--- config.mk ---
export PLATFORM = sky130hd
export DESIGN_NAME = sound_top
export DESIGN_NICKNAME = d
export VERILOG_FILES = /design/src/sound_pkg.sv /design/src/sound_apb_regs.sv /design/src/sound_bonus_voice.sv /design/src/sound_crash_voice.sv /design/src/sound_output_stage.sv /design/src/sound_top.sv
export SDC_FILE = /design/constraint.sdc
export NUM_CORES = 2
export LEC_CHECK = 0
export BUFFER_PORTS_ARGS = -buffer_cell sky130_fd_sc_hd__buf_2
export CORE_ASPECT_RATIO = 0.9
export CORE_MARGIN = 2
export CORE_UTILIZATION = 60
export DETAILED_ROUTE_END_ITERATION = 12
export HOLD_SLACK_MARGIN = 0.02
export PLACE_DENSITY = 0.77
export SYNTH_ARGS = -nofsm -noshare
export SYNTH_HDL_FRONTEND = slang
export SYNTH_SLANG_ARGS = --single-unit
--- constraint.sdc ---
create_clock -name clk -period 20.8 [get_ports clk]
set_input_delay 4.16 -clock clk [delete_from_list [all_inputs] [get_ports clk]]
set_output_delay 4.16 -clock clk [all_outputs]
set_load 0.05 [all_outputs]
--- src/sound_pkg.sv ---
package sound_pkg;

	localparam int SAMPLE_W = 16;

	// Envelope amplitude in fixed point with AMP_FRAC fraction bits
	localparam int AMP_FRAC = 18;
	localparam int AMP_W    = 34;

	// Level 2 at this amplitude gives 0xFFFF after the fraction shift
	localparam logic [AMP_W-1:0] AMP_MAX = {1'b0, {(AMP_W-1){1'b1}}};

	// Half the amplitude in about 28 ms at a 48 kHz sample rate
	localparam logic [AMP_FRAC-1:0] BONUS_DECAY = 18'd262008;
	// The crash dies out much faster than the bonus tone
	localparam logic [AMP_FRAC-1:0] CRASH_DECAY = 18'd261100;

	localparam int SLOW_PERIOD = 132;
	localparam int FAST_PERIOD = 79;
	localparam int SLOW_HIGH   = 97;
	localparam int FAST_HIGH   = 57;

	// Counted in whole periods of the current waveform
	localparam int SLOW_PERIODS  = 55;
	localparam int CYCLE_PERIODS = 75;

	// Counted in slow-period lengths after bonus_en drops
	localparam int TAIL_PERIODS = 11;

	localparam int ADDR_W = 4;

	localparam logic [ADDR_W-1:0] ADDR_CTRL   = 4'h0;
	localparam logic [ADDR_W-1:0] ADDR_VOLUME = 4'h4;
	localparam logic [ADDR_W-1:0] ADDR_STATUS = 4'h8;

	localparam logic [15:0] CRASH_SEED = 16'hace1;

endpackage

--- src/sound_apb_regs.sv ---
`timescale 1ns/1ps

module sound_apb_regs (
	input  logic                          clk,
	input  logic                          arst_n,
	input  logic                          psel,
	input  logic                          penable,
	input  logic                          pwrite,
	input  logic [sound_pkg::ADDR_W-1:0]  paddr,
	input  logic [31:0]                   pwdata,
	output logic [31:0]                   prdata,
	output logic                          pslverr,
	input  logic                          bonus_busy,
	input  logic                          crash_busy,
	output logic                          bonus_en,
	output logic                          crash_trig,
	output logic [7:0]                    bonus_gain,
	output logic [7:0]                    crash_gain
);
	logic setup_phase;
	logic access_wr;
	logic hit_ctrl;
	logic hit_volume;
	logic hit_status;
	logic mapped;
	logic err_next;
	logic [31:0] rdata_mux;

	assign setup_phase = psel && !penable;
	assign access_wr   = psel && penable && pwrite;

	assign hit_ctrl   = (paddr == sound_pkg::ADDR_CTRL);
	assign hit_volume = (paddr == sound_pkg::ADDR_VOLUME);
	assign hit_status = (paddr == sound_pkg::ADDR_STATUS);
	assign mapped     = hit_ctrl || hit_volume || hit_status;

	// STATUS is read-only, so a write to it is an error as well
	assign err_next = !mapped || (pwrite && hit_status);

	always_comb begin
		rdata_mux = '0;
		if (hit_ctrl) begin
			rdata_mux[0] = bonus_en; // Trigger bit always reads 0
		end else if (hit_volume) begin
			rdata_mux[15:0] = {crash_gain, bonus_gain};
		end else if (hit_status) begin
			rdata_mux[1:0] = {crash_busy, bonus_busy};
		end
	end

	// Read data and error are sampled in setup so they hold through the access cycle
	always_ff @(posedge clk or negedge arst_n) begin
		if (!arst_n) begin
			prdata  <= '0;
			pslverr <= 1'b0;
		end else if (setup_phase) begin
			prdata  <= pwrite ? '0 : rdata_mux;
			pslverr <= err_next;
		end else begin
			prdata  <= '0;
			pslverr <= 1'b0;
		end
	end

	always_ff @(posedge clk or negedge arst_n) begin
		if (!arst_n) begin
			bonus_en   <= 1'b0;
			crash_trig <= 1'b0;
			bonus_gain <= '0;
			crash_gain <= '0;
		end else begin
			crash_trig <= access_wr && hit_ctrl && pwdata[1]; // One-cycle pulse
			if (access_wr && hit_ctrl) begin
				bonus_en <= pwdata[0];
			end
			if (access_wr && hit_volume) begin
				bonus_gain <= pwdata[7:0];
				crash_gain <= pwdata[15:8];
			end
		end
	end

endmodule

--- src/sound_bonus_voice.sv ---
`timescale 1ns/1ps

module sound_bonus_voice (
	input  logic                            clk,
	input  logic                            arst_n,
	input  logic                            sample_tick,
	input  logic                            bonus_en,
	output logic [sound_pkg::SAMPLE_W-1:0]  bonus_sample,
	output logic                            bonus_busy
);
	localparam int PHASE_W  = $clog2(sound_pkg::SLOW_PERIOD);
	localparam int PCNT_W   = $clog2(sound_pkg::CYCLE_PERIODS);
	localparam int TAIL_LEN = sound_pkg::TAIL_PERIODS * sound_pkg::SLOW_PERIOD;
	localparam int TAIL_W   = $clog2(TAIL_LEN);
	localparam int MAP_FRAC = 16;
	localparam logic [MAP_FRAC-1:0] MAP_RATIO =
		MAP_FRAC'((sound_pkg::FAST_PERIOD << MAP_FRAC) / sound_pkg::SLOW_PERIOD);

	logic [sound_pkg::AMP_W-1:0] amp;
	logic [PHASE_W-1:0]          phase;
	logic [PCNT_W-1:0]           period_cnt;
	logic [TAIL_W-1:0]           tail_cnt;
	logic                        cycling;

	logic                        fast_wave;
	logic [PHASE_W-1:0]          period_last;
	logic [PHASE_W-1:0]          high_len;
	logic [1:0]                  level;
	logic [sound_pkg::AMP_W-1:0] wave_prod;
	logic [sound_pkg::AMP_W+sound_pkg::AMP_FRAC-1:0] decay_prod;
	logic [PHASE_W+MAP_FRAC-1:0] map_prod;
	logic [PHASE_W-1:0]          phase_next;
	logic [PCNT_W-1:0]           period_cnt_next;

	// Once the tail is over only the fast waveform plays
	assign fast_wave = !cycling || (period_cnt >= PCNT_W'(sound_pkg::SLOW_PERIODS));

	assign period_last = fast_wave ? PHASE_W'(sound_pkg::FAST_PERIOD - 1)
	                               : PHASE_W'(sound_pkg::SLOW_PERIOD - 1);
	assign high_len    = fast_wave ? PHASE_W'(sound_pkg::FAST_HIGH)
	                               : PHASE_W'(sound_pkg::SLOW_HIGH);

	always_comb begin
		if (phase < high_len) begin
			level = 2'd2;
		end else if (phase == high_len) begin
			level = 2'd1; // Single transition sample
		end else begin
			level = 2'd0;
		end
	end

	assign wave_prod  = amp * level;
	assign decay_prod = amp * sound_pkg::BONUS_DECAY;
	assign map_prod   = phase * MAP_RATIO;

	always_comb begin
		phase_next      = phase + 1'b1;
		period_cnt_next = period_cnt;
		if (phase == period_last) begin
			phase_next = '0;
			if (period_cnt == PCNT_W'(sound_pkg::CYCLE_PERIODS - 1)) begin
				period_cnt_next = '0;
			end else begin
				period_cnt_next = period_cnt + 1'b1;
			end
		end
	end

	always_ff @(posedge clk or negedge arst_n) begin
		if (!arst_n) begin
			amp          <= '0;
			phase        <= '0;
			period_cnt   <= '0;
			tail_cnt     <= '0;
			cycling      <= 1'b0;
			bonus_sample <= '0;
		end else if (sample_tick) begin
			bonus_sample <= wave_prod[sound_pkg::AMP_FRAC +: sound_pkg::SAMPLE_W];
			if (bonus_en) begin
				amp      <= sound_pkg::AMP_MAX;
				tail_cnt <= '0;
				cycling  <= 1'b1;
				if (cycling) begin
					phase      <= phase_next;
					period_cnt <= period_cnt_next;
				end else begin
					phase      <= '0; // Fresh start from the fast-only phase
					period_cnt <= '0;
				end
			end else begin
				amp <= decay_prod[sound_pkg::AMP_FRAC +: sound_pkg::AMP_W];
				if (!cycling) begin
					phase <= phase_next;
				end else if (tail_cnt == TAIL_W'(TAIL_LEN - 1)) begin
					// Slow phase moves to the same relative point in the fast period
					cycling <= 1'b0;
					phase   <= fast_wave ? phase_next : map_prod[MAP_FRAC +: PHASE_W];
				end else begin
					tail_cnt   <= tail_cnt + 1'b1;
					phase      <= phase_next;
					period_cnt <= period_cnt_next;
				end
			end
		end
	end

	assign bonus_busy = (amp != '0);

endmodule

--- src/sound_crash_voice.sv ---
`timescale 1ns/1ps

module sound_crash_voice (
	input  logic                            clk,
	input  logic                            arst_n,
	input  logic                            sample_tick,
	input  logic                            crash_trig,
	output logic [sound_pkg::SAMPLE_W-1:0]  crash_sample,
	output logic                            crash_busy
);
	logic [sound_pkg::AMP_W-1:0] amp;
	logic [15:0]                 lfsr;
	logic                        trig_pending;
	logic                        start;
	logic                        feedback;
	logic [sound_pkg::AMP_W+sound_pkg::AMP_FRAC-1:0] decay_prod;

	// A trigger in the tick cycle itself is applied right away
	assign start = trig_pending || crash_trig;

	// Taps 16, 14, 13 and 11
	assign feedback = lfsr[15] ^ lfsr[13] ^ lfsr[12] ^ lfsr[10];

	assign decay_prod = amp * sound_pkg::CRASH_DECAY;

	always_ff @(posedge clk or negedge arst_n) begin
		if (!arst_n) begin
			trig_pending <= 1'b0;
		end else if (sample_tick) begin
			trig_pending <= 1'b0;
		end else if (crash_trig) begin
			trig_pending <= 1'b1;
		end
	end

	always_ff @(posedge clk or negedge arst_n) begin
		if (!arst_n) begin
			lfsr <= sound_pkg::CRASH_SEED;
		end else if (sample_tick) begin
			lfsr <= {lfsr[14:0], feedback};
		end
	end

	always_ff @(posedge clk or negedge arst_n) begin
		if (!arst_n) begin
			amp <= '0;
		end else if (sample_tick) begin
			if (start) begin
				amp <= sound_pkg::AMP_MAX;
			end else begin
				amp <= decay_prod[sound_pkg::AMP_FRAC +: sound_pkg::AMP_W];
			end
		end
	end

	// Same full scale as the bonus voice at level 2, so amp is taken one bit higher
	always_ff @(posedge clk or negedge arst_n) begin
		if (!arst_n) begin
			crash_sample <= '0;
		end else if (sample_tick) begin
			if (lfsr[0]) begin
				crash_sample <= amp[sound_pkg::AMP_FRAC-1 +: sound_pkg::SAMPLE_W];
			end else begin
				crash_sample <= '0;
			end
		end
	end

	assign crash_busy = (amp != '0);

endmodule

--- src/sound_output_stage.sv ---
`timescale 1ns/1ps

module sound_output_stage #(
	parameter int CLK_DIV = 1042
) (
	input  logic                            clk,
	input  logic                            arst_n,
	input  logic [sound_pkg::SAMPLE_W-1:0]  bonus_sample,
	input  logic [sound_pkg::SAMPLE_W-1:0]  crash_sample,
	input  logic [7:0]                      bonus_gain,
	input  logic [7:0]                      crash_gain,
	output logic                            sample_tick,
	output logic [sound_pkg::SAMPLE_W-1:0]  pcm_out,
	output logic                            pcm_valid
);
	localparam int DIV_W  = $clog2(CLK_DIV);
	localparam int PROD_W = sound_pkg::SAMPLE_W + 8;

	logic [DIV_W-1:0]              div_cnt;
	logic                          tick_d;
	logic [PROD_W-1:0]             bonus_prod;
	logic [PROD_W-1:0]             crash_prod;
	logic [sound_pkg::SAMPLE_W:0]  mix_sum;
	logic [sound_pkg::SAMPLE_W-1:0] mix_sat;

	always_ff @(posedge clk or negedge arst_n) begin
		if (!arst_n) begin
			div_cnt <= '0;
		end else if (div_cnt == DIV_W'(CLK_DIV - 1)) begin
			div_cnt <= '0;
		end else begin
			div_cnt <= div_cnt + 1'b1;
		end
	end

	assign sample_tick = (div_cnt == DIV_W'(CLK_DIV - 1));

	// Gain is 8-bit unsigned, 0xFF is just under unity
	assign bonus_prod = bonus_sample * bonus_gain;
	assign crash_prod = crash_sample * crash_gain;

	assign mix_sum = bonus_prod[8 +: sound_pkg::SAMPLE_W] + crash_prod[8 +: sound_pkg::SAMPLE_W];
	assign mix_sat = mix_sum[sound_pkg::SAMPLE_W] ? '1 : mix_sum[sound_pkg::SAMPLE_W-1:0];

	// Voices register on the tick, so the mix is taken one cycle later
	always_ff @(posedge clk or negedge arst_n) begin
		if (!arst_n) begin
			tick_d    <= 1'b0;
			pcm_valid <= 1'b0;
			pcm_out   <= '0;
		end else begin
			tick_d    <= sample_tick;
			pcm_valid <= tick_d;
			if (tick_d) begin
				pcm_out <= mix_sat;
			end
		end
	end

endmodule

--- src/sound_top.sv ---
`timescale 1ns/1ps

module sound_top #(
	parameter int CLK_DIV = 1042 // 50 MHz down to about 48 kHz
) (
	input  logic                            clk,
	input  logic                            arst_n,
	input  logic                            psel,
	input  logic                            penable,
	input  logic                            pwrite,
	input  logic [sound_pkg::ADDR_W-1:0]    paddr,
	input  logic [31:0]                     pwdata,
	output logic [31:0]                     prdata,
	output logic                            pslverr,
	output logic [sound_pkg::SAMPLE_W-1:0]  pcm_out,
	output logic                            pcm_valid
);
	logic                           sample_tick;
	logic                           bonus_en;
	logic                           crash_trig;
	logic [7:0]                     bonus_gain;
	logic [7:0]                     crash_gain;
	logic                           bonus_busy;
	logic                           crash_busy;
	logic [sound_pkg::SAMPLE_W-1:0] bonus_sample;
	logic [sound_pkg::SAMPLE_W-1:0] crash_sample;

	sound_apb_regs sound_apb_regs_inst (
		.clk        (clk),
		.arst_n     (arst_n),
		.psel       (psel),
		.penable    (penable),
		.pwrite     (pwrite),
		.paddr      (paddr),
		.pwdata     (pwdata),
		.prdata     (prdata),
		.pslverr    (pslverr),
		.bonus_busy (bonus_busy),
		.crash_busy (crash_busy),
		.bonus_en   (bonus_en),
		.crash_trig (crash_trig),
		.bonus_gain (bonus_gain),
		.crash_gain (crash_gain)
	);

	sound_bonus_voice sound_bonus_voice_inst (
		.clk          (clk),
		.arst_n       (arst_n),
		.sample_tick  (sample_tick),
		.bonus_en     (bonus_en),
		.bonus_sample (bonus_sample),
		.bonus_busy   (bonus_busy)
	);

	sound_crash_voice sound_crash_voice_inst (
		.clk          (clk),
		.arst_n       (arst_n),
		.sample_tick  (sample_tick),
		.crash_trig   (crash_trig),
		.crash_sample (crash_sample),
		.crash_busy   (crash_busy)
	);

	sound_output_stage #(
		.CLK_DIV (CLK_DIV)
	) sound_output_stage_inst (
		.clk          (clk),
		.arst_n       (arst_n),
		.bonus_sample (bonus_sample),
		.crash_sample (crash_sample),
		.bonus_gain   (bonus_gain),
		.crash_gain   (crash_gain),
		.sample_tick  (sample_tick),
		.pcm_out      (pcm_out),
		.pcm_valid    (pcm_valid)
	);

endmodule

==> impl_summary.log <==
INFO  metric finalPower = between 1 and 1.5 mW
INFO  metric internal_power = about 0.74 mW
INFO  metric fill_cells = 5,341
INFO  metric setup_slack = approximately 13 ns
INFO  metric sw_frac_of_total = between 20 and 30%
INFO  metric route.detailed.vias_per_inst = between 5 and 6
INFO  metric final_core_util = 63.7%
INFO  metric placement.io_buffers = 58
INFO  metric floorplan.rows = 90
INFO  metric power.combinational.fraction = roughly 3.1%
INFO  metric status = completed
INFO  metric timing.final.crit_share = between 30% and 40%
INFO  metric setup_total_negative_slack = 0 ns
INFO  metric yosysTopAreaCell = sky130_fd_sc_hd__fa_1
INFO  metric cp-end-kind = flip-flop
INFO  metric power.sequential.fraction = a little over two fifths
INFO  metric power_leakage = 24.5 nW
INFO  metric yosys_register_bits = between 200 and 250
INFO  metric core_area = between 60,000 and 70,000 sq um
INFO  metric die_height = 250 um
INFO  metric nNetsFinal = around 5,400
INFO  metric cts.root.buffer_cell = sky130_fd_sc_hd__clkbuf_16
INFO  metric drt_iter0_drc = roughly 2,000
INFO  metric max_clock_freq = 128 MHz
INFO  metric grt_max_degree = 82
INFO  metric pwr-share-clk = 53.6%
INFO  metric timing.final.hold_violations = 0
INFO  metric worst_skew_pair.late_latency = between 0.5 and 0.6 ns
INFO  metric antenna_cells_inserted = 0
INFO  metric critPathArrivalTime = approximately 8.4 ns
INFO  metric worst_setup_path_class = reg -> reg
INFO  metric post_cts_resized = 0
INFO  metric path_delay_family = compound AO/OA/AOI/OAI gates
INFO  metric synth_top_cell_area_share = approximately two fifths
INFO  metric vias = approximately 28,000
INFO  metric hold_path_class = reg -> reg
INFO  metric synth_edf_count = 0
INFO  metric critical-path-max-stage-delay = around 0.79 ns
INFO  metric globalRoute.totalOverflow = 0
INFO  metric dieWidth = between 200 and 300 um
INFO  metric setup_viol_count_final = 0
INFO  metric yosysSeqAreaShare = roughly an eighth
INFO  metric initial_utilization = between 60% and 70%
INFO  metric clk_pin_slew_worst_paths = about 0.07 ns
INFO  metric cp-start-kind = flip-flop
INFO  metric post_synth_inst_count = approximately 4,000
INFO  metric ant_nets = 0
INFO  metric synth_cell_types = 90
INFO  metric yosysWarnings = 0
INFO  metric syn_to_final_growth = 5.38%
INFO  metric cap_viol_max_count = 0
INFO  metric power-per-cell-area = 23.6 nW/um^2
INFO  metric drv_slew = 0
INFO  metric dp_worst_setup_slack = around 13 ns
INFO  metric power.switching = about 0.27 mW
INFO  metric vdd_ir_drop_max = 59.5 uV
INFO  metric critPathBufInv = 1
INFO  metric async_reset_ff_share = 100%
INFO  metric dp.final_hpwl = between 70,000 and 80,000 um
INFO  metric rsz0062_at_grt = no
INFO  metric cts_buffers = 29
INFO  metric ys.flop_type = sky130_fd_sc_hd__dfrtp_1
INFO  metric gp_congestion = 0.956
INFO  metric period_minus_slack = slightly below 8 ns
INFO  metric cts_sinks = between 200 and 250
INFO  metric grt_pass1_vias = just under 30,000
INFO  metric tightest_slew = around 1 ns
INFO  metric avg_inst_size_synth = around 10 sq um
INFO  metric post_synth_main_area_contributors = sky130_fd_sc_hd__fa_1, sky130_fd_sc_hd__ha_1, sky130_fd_sc_hd__dfrtp_1
INFO  metric cts-root-to-sink-buffers = 3
INFO  metric tritoncts = done
INFO  metric globalRouteTotalUtil = approximately 29%
INFO  metric required = approximately 21 ns
INFO  metric cp_most_frequent_cell = sky130_fd_sc_hd__fa_1
INFO  metric timing.clock.skew = between 0.02 and 0.03 ns
INFO  metric hold_buffers = 0
INFO  metric cpMaxStageDelayCell = sky130_fd_sc_hd__nor2_1
INFO  metric slew-limit-headroom = around 31%
INFO  metric initial_antenna_violation_count = 0
INFO  metric postCtsSetupRepairBufs = 0
INFO  metric critical_path_maximum_fanout = 18
INFO  metric ioPinCount = slightly above 90
INFO  metric grt_first_pass_wirelength = between 150,000 and 200,000 um
INFO  metric drc_errors = 0
INFO  metric cts.htree.levels = 1
INFO  metric die_outline_area = approximately 69,000 sq um
INFO  metric drt-total-wl = roughly 94,000 um
INFO  metric route.detailed.wl_per_inst = between 15 and 20 um
INFO  metric detailedRoute.firstPassIterationCount = 6
INFO  metric synthesis.area = 40,400 sq um
INFO  metric final_layout_size_suffix_gt1_share = under 10%
-- through the flow --
stage	hold slack (ns)	instance area, sq um	std cells
5_1_grt	0.473	42600	4955
3_3_place_gp	0.441	41600	4902
2_1_floorplan	0.352	40400	4049
3_5_place_dp	0.448	41600	4902
4_1_cts	0.459	42600	4955
6_report	0.456	42600	4955
-- flip-flops by register name, indices dropped and copies added (netlist names), 7 cells and up --
| register | cells |
|---|---|
| sound_bonus_voice_inst.amp | 34 |
| sound_crash_voice_inst.amp | 34 |
| sound_apb_regs_inst.prdata | 16 |
| sound_bonus_voice_inst.bonus_sample | 16 |
| sound_crash_voice_inst.crash_sample | 16 |
| sound_crash_voice_inst.lfsr | 16 |
| sound_output_stage_inst.pcm_out | 16 |
| sound_bonus_voice_inst.tail_cnt | 11 |
| sound_output_stage_inst.div_cnt | 11 |
| sound_apb_regs_inst.bonus_gain | 8 |
| sound_apb_regs_inst.crash_gain | 8 |
| sound_bonus_voice_inst.phase | 8 |
| sound_bonus_voice_inst.period_cnt | 7 |
-- routing by layer --
metal	routed length, um	vias up	global-route usage [%]
li1	-	12800	-
met5	0	-	0
met3	8420	121	6.48
met1	42100	14100	42.5
met2	42000	991	44.1
met4	1910	0	5.02
-- kinds of logic (layout without fill, tap and decap cells) --
| family | Yosys count | after routing | synth area share [%] |
|---|---|---|---|
| and+or+nand+nor | 852 | 852 | 10.7 |
| buffers and inverters | 1002 | 1034 | 9.47 |
| AOI/OAI and AO/OA | 517 | 517 | 8.73 |
| xor gates and xnor gates | 143 | 143 | 3.10 |
| other | 1 | 16 | 0.00928 |
| adders and majority gates | 1292 | 1292 | 54.6 |
| DFF | 208 | 208 | 12.9 |
| muxes | 19 | 19 | 0.520 |
-- worst register-to-register path, cell delays in order, from the launching register on --
cell	delay [ns]
sky130_fd_sc_hd__dfrtp_1	0.77
sky130_fd_sc_hd__nand2_1	0.21
sky130_fd_sc_hd__fa_1	0.54
sky130_fd_sc_hd__fa_1	0.49
sky130_fd_sc_hd__inv_1	0.05
sky130_fd_sc_hd__fa_1	0.50
sky130_fd_sc_hd__fa_1	0.44
sky130_fd_sc_hd__ha_1	0.30
sky130_fd_sc_hd__o211a_1	0.13
sky130_fd_sc_hd__a221o_1	0.35
sky130_fd_sc_hd__a21oi_2	0.23
sky130_fd_sc_hd__o21ai_1	0.19
sky130_fd_sc_hd__a41o_1	0.32
sky130_fd_sc_hd__o21ai_0	0.24
sky130_fd_sc_hd__nand2b_1	0.12
sky130_fd_sc_hd__a21oi_1	0.19
sky130_fd_sc_hd__xnor2_1	0.09
sky130_fd_sc_hd__ha_1	0.31
sky130_fd_sc_hd__o21ai_0	0.09
sky130_fd_sc_hd__nand2b_1	0.09
sky130_fd_sc_hd__and2_1	0.14
sky130_fd_sc_hd__o21ai_0	0.10
sky130_fd_sc_hd__a211oi_1	0.32
sky130_fd_sc_hd__o21a_1	0.23
sky130_fd_sc_hd__o31ai_1	0.08
sky130_fd_sc_hd__nor3b_2	0.18
sky130_fd_sc_hd__nor2_1	0.79
sky130_fd_sc_hd__o22a_1	0.27
-- final timing paths --
| check | start | end | slack [ns] | cells after the start |
|---|---|---|---|---|
| worst min-delay path | sound_crash_voice_inst.lfsr[7] | sound_crash_voice_inst.lfsr[7] | 0.46 | 2 |
| min in group asynchronous | arst_n | sound_apb_regs_inst.bonus_gain[6] | 3.56 | 1 |
| worst max-delay path | sound_apb_regs_inst.bonus_gain[5] | sound_output_stage_inst.pcm_out[4] | 12.97 | 27 |
| max in group asynchronous | arst_n | sound_bonus_voice_inst.tail_cnt[7] | 15.01 | 3 |
| worst max register to register | sound_apb_regs_inst.bonus_gain[5] | sound_output_stage_inst.pcm_out[4] | 12.97 | 27 |
| worst min register to register | sound_crash_voice_inst.lfsr[7] | sound_crash_voice_inst.lfsr[7] | 0.46 | 2 |
-- Yosys cell counts (4+ instances only) --
library cell / count
sky130_fd_sc_hd__a2111oi_0: 6
sky130_fd_sc_hd__a211o_1: 5
sky130_fd_sc_hd__a211oi_1: 16
sky130_fd_sc_hd__a21boi_0: 10
sky130_fd_sc_hd__a21o_1: 68
sky130_fd_sc_hd__a21oi_1: 119
sky130_fd_sc_hd__a22oi_1: 55
sky130_fd_sc_hd__a2bb2oi_1: 4
sky130_fd_sc_hd__a311oi_1: 9
sky130_fd_sc_hd__a31oi_1: 15
sky130_fd_sc_hd__and2_1: 250
sky130_fd_sc_hd__and3_1: 20
sky130_fd_sc_hd__and4_1: 7
sky130_fd_sc_hd__buf_1: 4
sky130_fd_sc_hd__buf_4: 16
sky130_fd_sc_hd__clkbuf_1: 69
sky130_fd_sc_hd__dfrtp_1: 200
sky130_fd_sc_hd__dfstp_2: 8
sky130_fd_sc_hd__fa_1: 782
sky130_fd_sc_hd__ha_1: 510
sky130_fd_sc_hd__inv_1: 910
sky130_fd_sc_hd__mux2_2: 16
sky130_fd_sc_hd__nand2_1: 273
sky130_fd_sc_hd__nand2b_1: 14
sky130_fd_sc_hd__nand3_1: 61
sky130_fd_sc_hd__nand4_1: 29
sky130_fd_sc_hd__nor2_1: 107
sky130_fd_sc_hd__nor2b_1: 15
sky130_fd_sc_hd__nor3_1: 28
sky130_fd_sc_hd__nor4_1: 12
sky130_fd_sc_hd__o211ai_1: 4
sky130_fd_sc_hd__o21a_1: 18
sky130_fd_sc_hd__o21ai_0: 93
sky130_fd_sc_hd__o21ai_1: 6
sky130_fd_sc_hd__o21bai_1: 16
sky130_fd_sc_hd__o22a_1: 14
sky130_fd_sc_hd__o22ai_1: 4
sky130_fd_sc_hd__o31ai_1: 6
sky130_fd_sc_hd__or2_2: 5
sky130_fd_sc_hd__or3_1: 17
sky130_fd_sc_hd__xnor2_1: 93
sky130_fd_sc_hd__xor2_1: 50
-- power by group through the flow --
| stage | registers (mW) | logic [mW] | clock network (mW) |
|---|---|---|---|
| after floorplan | 0.423 | 0.0255 | 0 |
| after global placement | 0.442 | 0.0309 | 0 |
| after detailed placement | 0.442 | 0.0316 | 0 |
| after CTS | 0.435 | 0.0316 | 0.545 |
| after global routing | 0.437 | 0.0344 | 0.559 |
| final | 0.435 | 0.0308 | 0.538 |
-- layout make-up --
cell class	count	area [sq um]	share of cell area (%)
Multi-Input combinational cell	2839	31400	73.9
Inverter	911	3420	8.03
Clock buffer	35	778	1.83
Tap cell	874	1090	2.57
Sequential cell	208	5220	12.3
Clock inverter	18	233	0.547
Timing Repair Buffer	70	390	0.917
-- placed cells by master (no fill, tap or decap), types with 18 or more instances in the layout --
cell | Yosys | layout
sky130_fd_sc_hd__nand2_1 | 273 | 273
sky130_fd_sc_hd__o21a_1 | 18 | 18
sky130_fd_sc_hd__a21oi_1 | 119 | 119
sky130_fd_sc_hd__buf_2 | 2 | 57
sky130_fd_sc_hd__nor2_1 | 107 | 106
sky130_fd_sc_hd__and3_1 | 20 | 20
sky130_fd_sc_hd__fa_1 | 782 | 782
sky130_fd_sc_hd__nand3_1 | 61 | 61
sky130_fd_sc_hd__and2_1 | 250 | 250
sky130_fd_sc_hd__nor3_1 | 28 | 27
sky130_fd_sc_hd__o21ai_0 | 93 | 93
sky130_fd_sc_hd__inv_1 | 910 | 909
sky130_fd_sc_hd__xnor2_1 | 93 | 93
sky130_fd_sc_hd__xor2_1 | 50 | 50
sky130_fd_sc_hd__a22oi_1 | 55 | 55
sky130_fd_sc_hd__a21o_1 | 68 | 68
sky130_fd_sc_hd__nand4_1 | 29 | 29
sky130_fd_sc_hd__clkbuf_16 | 0 | 29
sky130_fd_sc_hd__dfrtp_1 | 200 | 200
sky130_fd_sc_hd__ha_1 | 510 | 510
No activity file was read; power rests on OpenSTA's default activity.
